$ cat src/hdl/dbg_consts.svh
//////////////////////////////////////////////////
// debug front end widths, JTAG ID and IR codes
//////////////////////////////////////////////////
`ifndef DBG_CONSTS_SVH
`define DBG_CONSTS_SVH

// DMI address width
`define DBG_ABITS 7

// DMI data and system bus width
`define DBG_XLEN 32

// JTAG ID, bit 0 must be set
`define DBG_IDCODE 32'h1e5d_b001

// instruction register codes, 5 bits
`define IR_IDCODE 5'h01
`define IR_DTMCS 5'h10
`define IR_DMI 5'h11

`endif

$ cat src/hdl/dbg_pkg.sv
//////////////////////////////////////////////////
// debug front end types
// DMI ops and status, DM register map, sbcs layout
//////////////////////////////////////////////////
`include "dbg_consts.svh"

package dbg_pkg;

	typedef enum logic [1:0] {
		DMI_OP_NOP = 2'd0,
		DMI_OP_READ = 2'd1,
		DMI_OP_WRITE = 2'd2
	} dmi_op_t;

	// failed and busy follow the debug spec encoding
	typedef enum logic [1:0] {
		DMI_STAT_OK = 2'd0,
		DMI_STAT_FAILED = 2'd2,
		DMI_STAT_BUSY = 2'd3
	} dmi_stat_t;

	typedef enum logic [`DBG_ABITS-1:0] {
		ADDR_DATA0 = 7'h04,
		ADDR_DMCONTROL = 7'h10,
		ADDR_DMSTATUS = 7'h11,
		ADDR_SBCS = 7'h38,
		ADDR_SBADDRESS0 = 7'h39,
		ADDR_SBDATA0 = 7'h3c
	} dm_addr_t;

	typedef struct packed {
		logic [2:0] sbversion;
		logic [5:0] rsvd;
		logic sbbusyerror;
		logic sbbusy;
		logic sbreadonaddr;
		logic [2:0] sbaccess;
		logic sbautoincrement;
		logic sbreadondata;
		logic [2:0] sberror;
		logic [6:0] sbasize;
		logic [4:0] sbaccess_sizes;
	} sbcs_t;

endpackage

$ cat src/hdl/dmi_if.sv
//////////////////////////////////////////////////
// DMI bundle between DTM and DM, APB style
//////////////////////////////////////////////////
`timescale 1ns/10ps
`include "dbg_consts.svh"

interface dmi_if;

	logic psel;
	logic penable;
	logic pwrite;
	logic [`DBG_ABITS-1:0] paddr;
	logic [`DBG_XLEN-1:0] pwdata;
	logic [`DBG_XLEN-1:0] prdata;
	logic pready;
	logic pslverr;

	modport dtm (
		output psel, penable, pwrite, paddr, pwdata,
		input prdata, pready, pslverr
	);

	modport dm (
		input psel, penable, pwrite, paddr, pwdata,
		output prdata, pready, pslverr
	);

endinterface

$ cat src/hdl/dbg_reset_sync.sv
//////////////////////////////////////////////////
// reset synchronizer, async assert, sync release
//////////////////////////////////////////////////
`timescale 1ns/10ps

module dbg_reset_sync (
	input logic clk,
	input logic i_rst_n,
	output logic o_rst_n
);

	logic [1:0] sync_q;

	always_ff @(posedge clk or negedge i_rst_n) begin
		if (!i_rst_n) begin
			sync_q <= 2'b00;
		end else begin
			sync_q <= {sync_q[0], 1'b1};
		end
	end

	assign o_rst_n = sync_q[1];

	// release only after two clean input cycles
	a_release_late: assert property (@(posedge clk)
		$rose(o_rst_n) |-> $past(i_rst_n) && $past(i_rst_n, 2));

endmodule

$ cat src/hdl/jtag_dtm.sv
//////////////////////////////////////////////////
// JTAG DTM, oversampled TAP with IDCODE/DTMCS/DMI
// and the APB style DMI request master
//////////////////////////////////////////////////
`timescale 1ns/10ps
`include "dbg_consts.svh"

module jtag_dtm (
	input logic clk,
	input logic rst_n,
	input logic i_tck,
	input logic i_tms,
	input logic i_tdi,
	input logic i_trst_n,
	output logic o_tdo,
	output logic o_dmihardreset,
	dmi_if.dtm dmi
);

	localparam int DMI_W = `DBG_ABITS + `DBG_XLEN + 2;

	typedef enum logic [3:0] {
		TAP_RESET, TAP_IDLE,
		DR_SELECT, DR_CAPTURE, DR_SHIFT, DR_EXIT1, DR_PAUSE, DR_EXIT2, DR_UPDATE,
		IR_SELECT, IR_CAPTURE, IR_SHIFT, IR_EXIT1, IR_PAUSE, IR_EXIT2, IR_UPDATE
	} tap_state_t;

	logic [3:0] pin_s0;
	logic [3:0] pin_s1;
	logic tck_d;
	logic tck_rise;
	logic tck_fall;
	logic tms_s;
	logic tdi_s;
	logic trst_s;
	tap_state_t state;
	tap_state_t state_nxt;
	logic [4:0] ir;
	logic [4:0] ir_shift;
	logic [DMI_W-1:0] dr_shift;
	logic [31:0] dtmcs_val;
	logic req_go;
	logic req_pend;
	logic dmi_upd;
	logic [`DBG_XLEN-1:0] resp_data;
	dbg_pkg::dmi_stat_t resp_stat;
	dbg_pkg::dmi_stat_t cap_stat;
	dbg_pkg::dmi_op_t upd_op;

	// pins in order trst_n, tck, tms, tdi
	always_ff @(posedge clk or negedge rst_n) begin
		if (!rst_n) begin
			pin_s0 <= 4'b0000;
			pin_s1 <= 4'b0000;
			tck_d <= 1'b0;
		end else begin
			pin_s0 <= {i_trst_n, i_tck, i_tms, i_tdi};
			pin_s1 <= pin_s0;
			tck_d <= pin_s1[2];
		end
	end

	assign trst_s = pin_s1[3];
	assign tms_s = pin_s1[1];
	assign tdi_s = pin_s1[0];
	assign tck_rise = pin_s1[2] & ~tck_d;
	assign tck_fall = ~pin_s1[2] & tck_d;

	always_comb begin
		case (state)
			TAP_RESET: state_nxt = tms_s ? TAP_RESET : TAP_IDLE;
			TAP_IDLE: state_nxt = tms_s ? DR_SELECT : TAP_IDLE;
			DR_SELECT: state_nxt = tms_s ? IR_SELECT : DR_CAPTURE;
			DR_CAPTURE: state_nxt = tms_s ? DR_EXIT1 : DR_SHIFT;
			DR_SHIFT: state_nxt = tms_s ? DR_EXIT1 : DR_SHIFT;
			DR_EXIT1: state_nxt = tms_s ? DR_UPDATE : DR_PAUSE;
			DR_PAUSE: state_nxt = tms_s ? DR_EXIT2 : DR_PAUSE;
			DR_EXIT2: state_nxt = tms_s ? DR_UPDATE : DR_SHIFT;
			DR_UPDATE: state_nxt = tms_s ? DR_SELECT : TAP_IDLE;
			IR_SELECT: state_nxt = tms_s ? TAP_RESET : IR_CAPTURE;
			IR_CAPTURE: state_nxt = tms_s ? IR_EXIT1 : IR_SHIFT;
			IR_SHIFT: state_nxt = tms_s ? IR_EXIT1 : IR_SHIFT;
			IR_EXIT1: state_nxt = tms_s ? IR_UPDATE : IR_PAUSE;
			IR_PAUSE: state_nxt = tms_s ? IR_EXIT2 : IR_PAUSE;
			IR_EXIT2: state_nxt = tms_s ? IR_UPDATE : IR_SHIFT;
			default: state_nxt = tms_s ? DR_SELECT : TAP_IDLE;
		endcase
	end

	always_ff @(posedge clk or negedge rst_n) begin
		if (!rst_n) begin
			state <= TAP_RESET;
			ir <= `IR_IDCODE;
		end else if (!trst_s) begin
			state <= TAP_RESET;
			ir <= `IR_IDCODE;
		end else if (tck_rise) begin
			state <= state_nxt;
			if (state == TAP_RESET)
				ir <= `IR_IDCODE;
			else if (state == IR_UPDATE)
				ir <= ir_shift;
		end
	end

	// version 1, abits, idle hint of 1
	assign dtmcs_val = {14'b0, 2'b00, 1'b0, 3'd1, resp_stat, 6'(`DBG_ABITS), 4'd1};
	assign cap_stat = req_pend ? dbg_pkg::DMI_STAT_BUSY : resp_stat;

	always_ff @(posedge clk) begin
		if (tck_rise && state == IR_CAPTURE)
			ir_shift <= 5'b00001;
		else if (tck_rise && state == IR_SHIFT)
			ir_shift <= {tdi_s, ir_shift[4:1]};
		if (tck_rise && state == DR_CAPTURE) begin
			case (ir)
				`IR_IDCODE: dr_shift <= DMI_W'(`DBG_IDCODE);
				`IR_DTMCS: dr_shift <= DMI_W'(dtmcs_val);
				`IR_DMI: dr_shift <= {dmi.paddr, resp_data, cap_stat};
				default: dr_shift <= '0;
			endcase
		end else if (tck_rise && state == DR_SHIFT) begin
			case (ir)
				`IR_DMI: dr_shift <= {tdi_s, dr_shift[DMI_W-1:1]};
				`IR_IDCODE, `IR_DTMCS: dr_shift <= {{(DMI_W-32){1'b0}}, tdi_s, dr_shift[31:1]};
				// bypass
				default: dr_shift <= {{(DMI_W-1){1'b0}}, tdi_s};
			endcase
		end
	end

	always_ff @(posedge clk or negedge rst_n) begin
		if (!rst_n)
			o_tdo <= 1'b1;
		else if (tck_fall) begin
			if (state == IR_SHIFT)
				o_tdo <= ir_shift[0];
			else if (state == DR_SHIFT)
				o_tdo <= dr_shift[0];
			else
				o_tdo <= 1'b1;
		end
	end

	assign upd_op = dbg_pkg::dmi_op_t'(dr_shift[1:0]);
	assign dmi_upd = tck_fall && state == DR_UPDATE && ir == `IR_DMI;

	// DMI request master
	always_ff @(posedge clk or negedge rst_n) begin
		if (!rst_n) begin
			req_go <= 1'b0;
			req_pend <= 1'b0;
			resp_stat <= dbg_pkg::DMI_STAT_OK;
			o_dmihardreset <= 1'b0;
			dmi.psel <= 1'b0;
			dmi.penable <= 1'b0;
			dmi.pwrite <= 1'b0;
		end else begin
			req_go <= 1'b0;
			o_dmihardreset <= 1'b0;
			if (tck_fall && state == DR_UPDATE && ir == `IR_DTMCS) begin
				// dmireset bit 16, dmihardreset bit 17
				if (dr_shift[16] || dr_shift[17])
					resp_stat <= dbg_pkg::DMI_STAT_OK;
				if (dr_shift[17]) begin
					o_dmihardreset <= 1'b1;
					req_pend <= 1'b0;
					dmi.psel <= 1'b0;
					dmi.penable <= 1'b0;
				end
			end else if (dmi_upd) begin
				if (req_pend)
					resp_stat <= dbg_pkg::DMI_STAT_BUSY;
				else if (resp_stat != dbg_pkg::DMI_STAT_BUSY &&
						(upd_op == dbg_pkg::DMI_OP_READ || upd_op == dbg_pkg::DMI_OP_WRITE)) begin
					req_go <= 1'b1;
					req_pend <= 1'b1;
					dmi.pwrite <= upd_op == dbg_pkg::DMI_OP_WRITE;
				end
			end else if (req_go) begin
				dmi.psel <= 1'b1;
			end else if (dmi.psel && !dmi.penable) begin
				dmi.penable <= 1'b1;
			end else if (dmi.penable && dmi.pready) begin
				dmi.psel <= 1'b0;
				dmi.penable <= 1'b0;
				req_pend <= 1'b0;
				// sticky busy wins until dmireset
				if (resp_stat != dbg_pkg::DMI_STAT_BUSY)
					resp_stat <= dmi.pslverr ? dbg_pkg::DMI_STAT_FAILED : dbg_pkg::DMI_STAT_OK;
			end
		end
	end

	always_ff @(posedge clk) begin
		if (dmi_upd && !req_pend) begin
			dmi.paddr <= dr_shift[DMI_W-1 -: `DBG_ABITS];
			dmi.pwdata <= dr_shift[`DBG_XLEN+1:2];
		end
		if (dmi.penable && dmi.pready)
			resp_data <= dmi.prdata;
	end

	a_penable_after_psel: assert property (@(posedge clk) disable iff (!rst_n)
		$rose(dmi.penable) |-> $past(dmi.psel) && dmi.psel);
	a_paddr_held: assert property (@(posedge clk) disable iff (!rst_n)
		dmi.psel && !(dmi.penable && dmi.pready) |=> $stable(dmi.paddr));

endmodule

$ cat src/hdl/debug_module.sv
//////////////////////////////////////////////////
// debug module, one hart, system bus access
//////////////////////////////////////////////////
`timescale 1ns/10ps
`include "dbg_consts.svh"

module debug_module (
	input logic clk,
	input logic rst_n,
	dmi_if.dm dmi,
	output logic o_halt_req,
	output logic o_resume_req,
	output logic o_ndmreset,
	input logic i_halted,
	input logic i_running,
	output logic [`DBG_XLEN-1:0] o_sb_addr,
	output logic [`DBG_XLEN-1:0] o_sb_wdata,
	output logic o_sb_write,
	output logic o_sb_vld,
	input logic i_sb_rdy,
	input logic [`DBG_XLEN-1:0] i_sb_rdata,
	input logic i_sb_err
);

	dbg_pkg::dm_addr_t addr;
	dbg_pkg::sbcs_t sbcs_rd;
	dbg_pkg::sbcs_t sbcs_wr;
	logic [`DBG_XLEN-1:0] data0;
	logic [31:0] dmstatus;
	logic dmactive;
	logic resumeack;
	logic sbbusy;
	logic sbreadonaddr;
	logic sbreadondata;
	logic [2:0] sbaccess;
	logic [2:0] sberror;
	logic acc;
	logic wr;
	logic rd;
	logic hit;
	logic sb_stall;
	logic sb_start;

	assign addr = dbg_pkg::dm_addr_t'(dmi.paddr);
	assign sbcs_wr = dbg_pkg::sbcs_t'(dmi.pwdata);
	assign acc = dmi.psel && dmi.penable;
	// sb data/address accesses wait while the bus is busy
	assign sb_stall = sbbusy &&
		(addr == dbg_pkg::ADDR_SBADDRESS0 || addr == dbg_pkg::ADDR_SBDATA0);
	assign dmi.pready = !sb_stall;
	assign dmi.pslverr = acc && !hit;
	assign wr = acc && dmi.pready && dmi.pwrite;
	assign rd = acc && dmi.pready && !dmi.pwrite;

	assign sb_start = sberror == 3'd0 && (
		(wr && addr == dbg_pkg::ADDR_SBDATA0) ||
		(wr && addr == dbg_pkg::ADDR_SBADDRESS0 && sbreadonaddr) ||
		(rd && addr == dbg_pkg::ADDR_SBDATA0 && sbreadondata));

	// all and any bits agree with a single hart
	assign dmstatus = {14'b0, resumeack, resumeack, 4'b0, i_running, i_running,
		i_halted, i_halted, 1'b1, 3'b0, 4'd2};

	always_comb begin
		sbcs_rd = '0;
		sbcs_rd.sbversion = 3'd1;
		sbcs_rd.sbbusy = sbbusy;
		sbcs_rd.sbreadonaddr = sbreadonaddr;
		sbcs_rd.sbaccess = sbaccess;
		sbcs_rd.sbreadondata = sbreadondata;
		sbcs_rd.sberror = sberror;
		sbcs_rd.sbasize = 7'(`DBG_XLEN);
		sbcs_rd.sbaccess_sizes = 5'b00100;
	end

	always_comb begin
		hit = 1'b1;
		dmi.prdata = '0;
		case (addr)
			dbg_pkg::ADDR_DATA0: dmi.prdata = data0;
			dbg_pkg::ADDR_DMCONTROL:
				dmi.prdata = {o_halt_req, o_resume_req, 28'b0, o_ndmreset, dmactive};
			dbg_pkg::ADDR_DMSTATUS: dmi.prdata = dmstatus;
			dbg_pkg::ADDR_SBCS: dmi.prdata = sbcs_rd;
			dbg_pkg::ADDR_SBADDRESS0: dmi.prdata = o_sb_addr;
			dbg_pkg::ADDR_SBDATA0: dmi.prdata = o_sb_wdata;
			default: hit = 1'b0;
		endcase
	end

	always_ff @(posedge clk or negedge rst_n) begin
		if (!rst_n) begin
			dmactive <= 1'b0;
			o_halt_req <= 1'b0;
			o_resume_req <= 1'b0;
			o_ndmreset <= 1'b0;
			resumeack <= 1'b0;
			sbbusy <= 1'b0;
			sbreadonaddr <= 1'b0;
			sbreadondata <= 1'b0;
			sbaccess <= 3'd2;
			sberror <= 3'd0;
			o_sb_write <= 1'b0;
		end else begin
			if (wr && addr == dbg_pkg::ADDR_DMCONTROL) begin
				o_halt_req <= dmi.pwdata[31];
				o_ndmreset <= dmi.pwdata[1];
				dmactive <= dmi.pwdata[0];
				if (dmi.pwdata[30] && !dmi.pwdata[31]) begin
					o_resume_req <= 1'b1;
					resumeack <= 1'b0;
				end
			end else if (o_resume_req && i_running) begin
				o_resume_req <= 1'b0;
				resumeack <= 1'b1;
			end
			if (wr && addr == dbg_pkg::ADDR_SBCS) begin
				sbreadonaddr <= sbcs_wr.sbreadonaddr;
				sbreadondata <= sbcs_wr.sbreadondata;
				sbaccess <= sbcs_wr.sbaccess;
				sberror <= sberror & ~sbcs_wr.sberror;
			end
			if (sb_start) begin
				sbbusy <= 1'b1;
				o_sb_write <= dmi.pwrite && addr == dbg_pkg::ADDR_SBDATA0;
			end else if (sbbusy && i_sb_rdy) begin
				sbbusy <= 1'b0;
				if (i_sb_err)
					sberror <= 3'd2;
			end
		end
	end

	assign o_sb_vld = sbbusy;

	// sbdata0 doubles as write data and read result
	always_ff @(posedge clk) begin
		if (wr && addr == dbg_pkg::ADDR_DATA0)
			data0 <= dmi.pwdata;
		if (wr && addr == dbg_pkg::ADDR_SBADDRESS0)
			o_sb_addr <= dmi.pwdata;
		if (wr && addr == dbg_pkg::ADDR_SBDATA0)
			o_sb_wdata <= dmi.pwdata;
		else if (sbbusy && i_sb_rdy && !i_sb_err && !o_sb_write)
			o_sb_wdata <= i_sb_rdata;
	end

	a_rdy_while_busy: assert property (@(posedge clk) disable iff (!rst_n)
		i_sb_rdy |-> sbbusy);
	a_req_held: assert property (@(posedge clk) disable iff (!rst_n)
		o_sb_vld && !i_sb_rdy |=> o_sb_vld && $stable(o_sb_addr));

endmodule

$ cat src/hdl/sba_wb_master.sv
//////////////////////////////////////////////////
// Wishbone classic master for one system bus access
//////////////////////////////////////////////////
`timescale 1ns/10ps
`include "dbg_consts.svh"

module sba_wb_master (
	input logic clk,
	input logic rst_n,
	input logic [`DBG_XLEN-1:0] i_sb_addr,
	input logic [`DBG_XLEN-1:0] i_sb_wdata,
	input logic i_sb_write,
	input logic i_sb_vld,
	output logic o_sb_rdy,
	output logic [`DBG_XLEN-1:0] o_sb_rdata,
	output logic o_sb_err,
	output logic o_wb_cyc,
	output logic o_wb_stb,
	output logic o_wb_we,
	output logic [`DBG_XLEN-1:0] o_wb_adr,
	output logic [`DBG_XLEN-1:0] o_wb_dat,
	output logic [`DBG_XLEN/8-1:0] o_wb_sel,
	input logic i_wb_ack,
	input logic i_wb_err,
	input logic [`DBG_XLEN-1:0] i_wb_dat
);

	typedef enum logic [1:0] {WB_IDLE, WB_BUS, WB_RESP} wb_state_t;

	wb_state_t state;

	always_ff @(posedge clk or negedge rst_n) begin
		if (!rst_n) begin
			state <= WB_IDLE;
			o_sb_err <= 1'b0;
		end else begin
			case (state)
				WB_IDLE: if (i_sb_vld) state <= WB_BUS;
				WB_BUS: if (i_wb_ack || i_wb_err) begin
					state <= WB_RESP;
					o_sb_err <= i_wb_err;
				end
				default: state <= WB_IDLE;
			endcase
		end
	end

	// request registered on acceptance
	always_ff @(posedge clk) begin
		if (state == WB_IDLE && i_sb_vld) begin
			o_wb_adr <= i_sb_addr;
			o_wb_dat <= i_sb_wdata;
			o_wb_we <= i_sb_write;
		end
		if (state == WB_BUS && i_wb_ack)
			o_sb_rdata <= i_wb_dat;
	end

	assign o_wb_cyc = state == WB_BUS;
	assign o_wb_stb = state == WB_BUS;
	assign o_wb_sel = {(`DBG_XLEN/8){1'b1}};
	assign o_sb_rdy = state == WB_RESP;

	a_term_in_cycle: assert property (@(posedge clk) disable iff (!rst_n)
		i_wb_ack || i_wb_err |-> o_wb_cyc && o_wb_stb);
	a_cyc_ends_on_term: assert property (@(posedge clk) disable iff (!rst_n)
		$fell(o_wb_cyc) |-> $past(i_wb_ack || i_wb_err));

endmodule

$ cat src/hdl/dbg_top.sv
//////////////////////////////////////////////////
// debug front end top, JTAG in, Wishbone out
//////////////////////////////////////////////////
`timescale 1ns/10ps
`include "dbg_consts.svh"

module dbg_top (
	input logic clk,
	input logic rst_n,
	input logic i_tck,
	input logic i_tms,
	input logic i_tdi,
	input logic i_trst_n,
	output logic o_tdo,
	output logic o_wb_cyc,
	output logic o_wb_stb,
	output logic o_wb_we,
	output logic [`DBG_XLEN-1:0] o_wb_adr,
	output logic [`DBG_XLEN-1:0] o_wb_dat,
	output logic [`DBG_XLEN/8-1:0] o_wb_sel,
	input logic i_wb_ack,
	input logic i_wb_err,
	input logic [`DBG_XLEN-1:0] i_wb_dat,
	output logic o_halt_req,
	output logic o_resume_req,
	output logic o_hart_reset,
	input logic i_halted,
	input logic i_running
);

	logic dmihardreset;
	logic rst_n_dm;
	logic ndmreset;
	logic rst_n_hart;
	logic [`DBG_XLEN-1:0] sb_addr;
	logic [`DBG_XLEN-1:0] sb_wdata;
	logic [`DBG_XLEN-1:0] sb_rdata;
	logic sb_write;
	logic sb_vld;
	logic sb_rdy;
	logic sb_err;

	dmi_if dmi ();

	// DM and bus master domain, also cleared by dmihardreset
	dbg_reset_sync u_dm_rst (
		.clk (clk),
		.i_rst_n (rst_n && !dmihardreset),
		.o_rst_n (rst_n_dm)
	);

	dbg_reset_sync u_hart_rst (
		.clk (clk),
		.i_rst_n (rst_n && !ndmreset),
		.o_rst_n (rst_n_hart)
	);

	assign o_hart_reset = !rst_n_hart;

	jtag_dtm u_dtm (
		.clk (clk),
		.rst_n (rst_n),
		.i_tck (i_tck),
		.i_tms (i_tms),
		.i_tdi (i_tdi),
		.i_trst_n (i_trst_n),
		.o_tdo (o_tdo),
		.o_dmihardreset (dmihardreset),
		.dmi (dmi)
	);

	debug_module u_dm (
		.clk (clk),
		.rst_n (rst_n_dm),
		.dmi (dmi),
		.o_halt_req (o_halt_req),
		.o_resume_req (o_resume_req),
		.o_ndmreset (ndmreset),
		.i_halted (i_halted),
		.i_running (i_running),
		.o_sb_addr (sb_addr),
		.o_sb_wdata (sb_wdata),
		.o_sb_write (sb_write),
		.o_sb_vld (sb_vld),
		.i_sb_rdy (sb_rdy),
		.i_sb_rdata (sb_rdata),
		.i_sb_err (sb_err)
	);

	sba_wb_master u_sba (
		.clk (clk),
		.rst_n (rst_n_dm),
		.i_sb_addr (sb_addr),
		.i_sb_wdata (sb_wdata),
		.i_sb_write (sb_write),
		.i_sb_vld (sb_vld),
		.o_sb_rdy (sb_rdy),
		.o_sb_rdata (sb_rdata),
		.o_sb_err (sb_err),
		.o_wb_cyc (o_wb_cyc),
		.o_wb_stb (o_wb_stb),
		.o_wb_we (o_wb_we),
		.o_wb_adr (o_wb_adr),
		.o_wb_dat (o_wb_dat),
		.o_wb_sel (o_wb_sel),
		.i_wb_ack (i_wb_ack),
		.i_wb_err (i_wb_err),
		.i_wb_dat (i_wb_dat)
	);

endmodule

$ cat config.mk
export PLATFORM = sky130hd
export DESIGN_NAME = dbg_top
export DESIGN_NICKNAME = d
export VERILOG_FILES = /design/src/hdl/dbg_pkg.sv /design/src/hdl/dmi_if.sv /design/src/hdl/dbg_reset_sync.sv /design/src/hdl/jtag_dtm.sv /design/src/hdl/debug_module.sv /design/src/hdl/sba_wb_master.sv /design/src/hdl/dbg_top.sv
export VERILOG_INCLUDE_DIRS = /design/src /design/src/hdl
export SDC_FILE = /design/constraint.sdc
export NUM_CORES = 1
export LEC_CHECK = 0
export ABC_AREA = 0
export ABC_CLOCK_PERIOD_IN_PS = 2100
export BUFFER_PORTS_ARGS = -buffer_cell sky130_fd_sc_hd__buf_2
export CAP_MARGIN = 30
export CORE_MARGIN = 2
export CORE_UTILIZATION = 30
export CTS_BUF_LIST = sky130_fd_sc_hd__clkbuf_4 sky130_fd_sc_hd__clkbuf_8 sky130_fd_sc_hd__clkbuf_16
export CTS_CLUSTER_SIZE = 16
export DETAILED_ROUTE_END_ITERATION = 10
export GPL_TIMING_DRIVEN = 0
export PLACE_DENSITY_LB_ADDON = 0.15
export RECOVER_POWER = 50
export SLEW_MARGIN = 30
export SYNTH_ARGS = -nofsm -noshare
export SYNTH_HDL_FRONTEND = slang
export SYNTH_SLANG_ARGS = --single-unit
$ cat constraint.sdc
create_clock -name clk -period 2.1 [get_ports clk]
set_input_delay 0.21 -clock clk [delete_from_list [all_inputs] [get_ports clk]]
set_output_delay 0.21 -clock clk [all_outputs]
set_load 0.05 [all_outputs]
==> results.txt <==
* Die Span Y: around 220 um
- Synthesis inferred around 360 register bits.
- Worst r2r src: u_dtm.dmi.paddr[0]
* Clock power frac: 0.466
- Synthesized instance count: just over 800
- Counting flops with a built-in enable in the synthesized netlist gives a little over 300.
- Derived from the worst setup path, the maximum achievable clock frequency is a little over 400 MHz.
- Part of the cycle the worst path needs: 1.165
* Top cells by area, synth: sky130_fd_sc_hd__edfxtp_1 68%, sky130_fd_sc_hd__dfrtp_1 8.6%, sky130_fd_sc_hd__mux2_1 3.4%
- In this run the critical register-to-register path is captured at u_dm.o_sb_wdata[19].
- Of the synthesized area, sequential elements account for 0.7813.
- Of the total synthesized cell area, the portion taken by full adders, half adders and majority gates is 0.0009320.
* Worst setup path startpoint: u_dtm.dmi.paddr[0]
- Footprint of the multi-input gates: around 0.0032 mm^2
* Die Footprint: approximately 0.046 mm^2
- After synthesis, the largest family of logic cells by area is compound AO/OA/AOI/OAI gates.
- Delay of the slowest cell on the worst path: roughly 0.44 ns
- In the routed design, unresolved DRC markers number 0.
- The finished cells cover 0.01819 mm^2.
- The critical path contains buffers and inverters numbering 4 combined.
- The worst path in the final design needs a cycle of roughly 2.4 ns, including I/O delays and setup.
- Least-Margin Pin Slew: about 1.6 ns
- Placed standard-cell area: roughly 0.015 mm^2
- The number of max-slew violations in the final report came to 30.
* Status: finished with violations
- In this run the static leakage power is between 6 and 7 nW.
* Number of antenna violations at the first check in global routing: 1
- Number of failing setup endpoints in the final timing report: 151
- After legalization and detailed placement, the total HPWL measured about 22000 um.
- Cell Chain, Critical Path: or3b_4 > nor4b_4 > and2_4 > buf_12 > buf_12 > buf_12 > a41o_4 > clkbuf_16
- The detailed router placed around 8400 vias in this run.
- Total count of hold-check failures in the final report: 0
* Worst R2R Path Depth: 8
- Clock tree skew after final layout: around 0.021 ns
- Clock Root Buffer: sky130_fd_sc_hd__clkbuf_16
* Number of placement rows: between 70 and 80
- For this design, the sink count on the clock tree is ~360.
- Counting the fill cells in the layout gives 4091.
- Sequential group share of total power: 0.519
- At the end of routability-driven placement, the weighted congestion stood at 0.7986.
- In this run the horizontal extent of the chip is 215.5 um.
- Register-to-Register Setup Slack: -0.35 ns
- Distinct cells, synth: 66
* Fraction of power spent switching nets: 0.2021
- At the end of the flow the core is filled with cells to 0.4113.
- Net count of the finished layout: roughly 1200
- Total clock buffers created by CTS: 40
* Global-route wire length before repair: approximately 56000 um
- Post-synthesis cell type with the largest combined area: sky130_fd_sc_hd__edfxtp_1
* Synth top area share: 0.6822
- For the worst setup path, the data arrival time is between 2 and 3 ns.
* Crit path kind: reg2reg
- Cell class contributing the biggest share of worst-path delay: simple AND/OR/NAND/NOR gates
- Comb power frac: 0.014
- The total area inside the core boundary comes to roughly 0.044 mm^2.
- Total Wirelength: 39400 um
* Primary flip-flop cell chosen by synthesis mapping: sky130_fd_sc_hd__edfxtp_1
* I/O pin count: around 120
* Internal power component: between 10 and 15 mW
* CTS tree: done
- Fraction of synthesis flops using an asynchronous set or reset pin: 0.1365
- The analysis attributes to net switching a power of between 2 and 3 mW.
* Register area: between 0.01 and 0.015 mm^2
* Setup total negative slack: -28.07 ns
* Mean number of vias per cell: 4.792
- The tool flagged a number of max-cap violations equal to 1.
- Remaining number of nets flagged by the antenna check after routing: 0
- For this run, the number of Yosys warnings is 0.
- Detailed router's first-iteration violation count: roughly 770
* Startpoint types: flip-flop
- Commonest cells in the synthesized netlist: 305 x sky130_fd_sc_hd__edfxtp_1, 102 x sky130_fd_sc_hd__nand2_1, 46 x sky130_fd_sc_hd__dfrtp_1
- Multiplexer share of the synthesized area: 0.03896
- Headroom to the max-slew limit came out at -0.08959.
- Number of H-tree levels: 2
- The design draws ~15 mW.
- CP endpoint: u_dm.o_sb_wdata[19]
- Power per cell area: a little over 800 mW/mm^2
* Number of I/O port buffers: approximately 110
* Violations in the final reports: capacitance limit, slew limit, setup timing
* Post-synthesis simple-gate area fraction: 0.07651
- On the critical path, the stage with the largest delay is an instance of sky130_fd_sc_hd__or3b_4.
* Number of detailed-route iterations in the first pass: 5
* Mean instance size in the synthesized netlist: 16.19 um^2
- Worst slack at placement: -1.006 ns
- Routed length per instance: ~23 um
- Number of global-route vias before repair: roughly 8400
- Clock latency at the later pin of the worst-skew pair: ~0.56 ns
- Global-route congestion overflow total: 0
- Hold WC Path Type: reg2async
- Maximum number of pins on one net before global-route repair: 48
* Critical path depth: 8
- For this configuration, the core starts out at a cell density of 0.3036.
- Area growth syn-to-layout: 35.47%
- The post-synthesis compound-gate area fraction came to 0.08089.
- Cell with the most instances after synthesis: sky130_fd_sc_hd__edfxtp_1
* Worst Slack Setup Final: -0.3469 ns
* Mapped cell area: 0.01343 mm^2
* Worst-case vdd ir drop: 0.4670 mV
- Post-CTS clock slew at the launch and capture registers of the worst setup and hold paths: about 0.060 ns
* Critical path endpoint category: flip-flop
- Required @ worst endpoint: 2.37 ns
* Ratio of cells with drive above 1 in the final layout: 0.3103
* Clock tree buffer depth: 3
- RSZ-0062 raised after global routing: true
* Critical path's most frequent cell: sky130_fd_sc_hd__buf_12
- In this run the worst path has a maximum fanout of 6.
* Antenna Cells: 0
* Global router's overall resource usage: 0.1660
* Fraction of synthesized cell area in xor and xnor cells: 0.001305
==> cells by family after synthesis <==
kind of cell	Yosys count
buf+inv	59
other cells	1
flops	359
mux	47
fa+ha+maj	1
xor+xnor	2
compound gates	154
simple gates	206
==> flip-flops by register name, summed over array words and instances (netlist names), 5 cells and up <==
register	flops
u_dtm.dr_shift	41
u_dm.data0	32
u_dm.o_sb_addr	32
u_dm.o_sb_wdata	32
u_dtm.dmi.pwdata	32
u_dtm.resp_data	32
u_sba.o_sb_rdata	32
u_sba.o_wb_adr	32
u_sba.o_wb_dat	32
u_dtm.dmi.paddr	7
u_dtm.ir	5
u_dtm.ir_shift	5
==> metal layers <==
metal | vias up | share of wire | GRT usage
met5 | - | 0 | 0
met4 | 0 | 0.023 | 0.04966
met3 | 59 | 0.057 | 0.03242
met2 | 256 | 0.47 | 0.2662
met1 | 4263 | 0.45 | 0.2286
li1 | 3804 | - | -
==> worst min path at each step <==
stage	end	slack (ns)
2_1_floorplan	u_dtm.dmi.penable	-0.09
6_report	u_dm_rst.sync_q[0]	0.17
5_1_grt	u_dm_rst.sync_q[0]	0.21
3_3_place_gp	u_dm_rst.sync_q[1]	0.17
3_5_place_dp	u_dm_rst.sync_q[0]	0.17
4_1_cts	u_dm_rst.sync_q[0]	0.17
==> cell usage in the layout (no fill, tap or decap), drive strengths merged, types with 14 or more instances in the layout <==
cell type    synthesis  routed
a21oi               33      33
a22o                21      21
buf                 16     174
clkbuf              25     122
clkinv               1      18
dfrtp               46      46
dlygate4sd3          0      41
edfxtp             305     305
inv                 17      19
mux2                42      42
nand2              102     102
nand3               14      14
nor2                21      21
nor3                14      14
o21ai               35      35
==> layout make-up <==
type | instances | area share
plain buffers | 38 | 0.02098
inverters | 18 | 0.003715
multi-input cells | 422 | 0.1747
clock buffers | 53 | 0.06240
well taps | 592 | 0.04073
clock inverters | 21 | 0.008255
repair buffers | 246 | 0.1123
flip-flops and latches | 359 | 0.5769
==> through the flow <==
step / hold slack (ns) / std cells
2_1_floorplan: -0.08559 / 834
3_3_place_gp: 0.1728 / 1538
3_5_place_dp: 0.1710 / 1542
4_1_cts: 0.1736 / 1722
5_1_grt: 0.2071 / 1749
6_report: 0.1698 / 1749
==> power by group through the flow <==
stage / registers (mW) / clock network (mW) / logic, mW
detailed placement: 7.84 / 0 / 0.148
CTS: 7.69 / 7.10 / 0.212
global route: 7.69 / 7.35 / 0.231
floorplan: 7.84 / 0 / 0.0695
finish: 7.69 / 6.91 / 0.209
global placement: 7.84 / 0 / 0.146
==> timing repair <==
| item | CTS | global route |
|---|---|---|
| endpoints found under the setup margin | 294 | 220 |
| hold buffers | 41 | 0 |
| pin swaps | 30 | 52 |
| setup buffers | 55 | 32 |
| hold endpoints to repair | 67 | 0 |
| cloned | 11 | 5 |
| gates resized for setup | 80 | 57 |
Power figures use the tool's default switching activity.
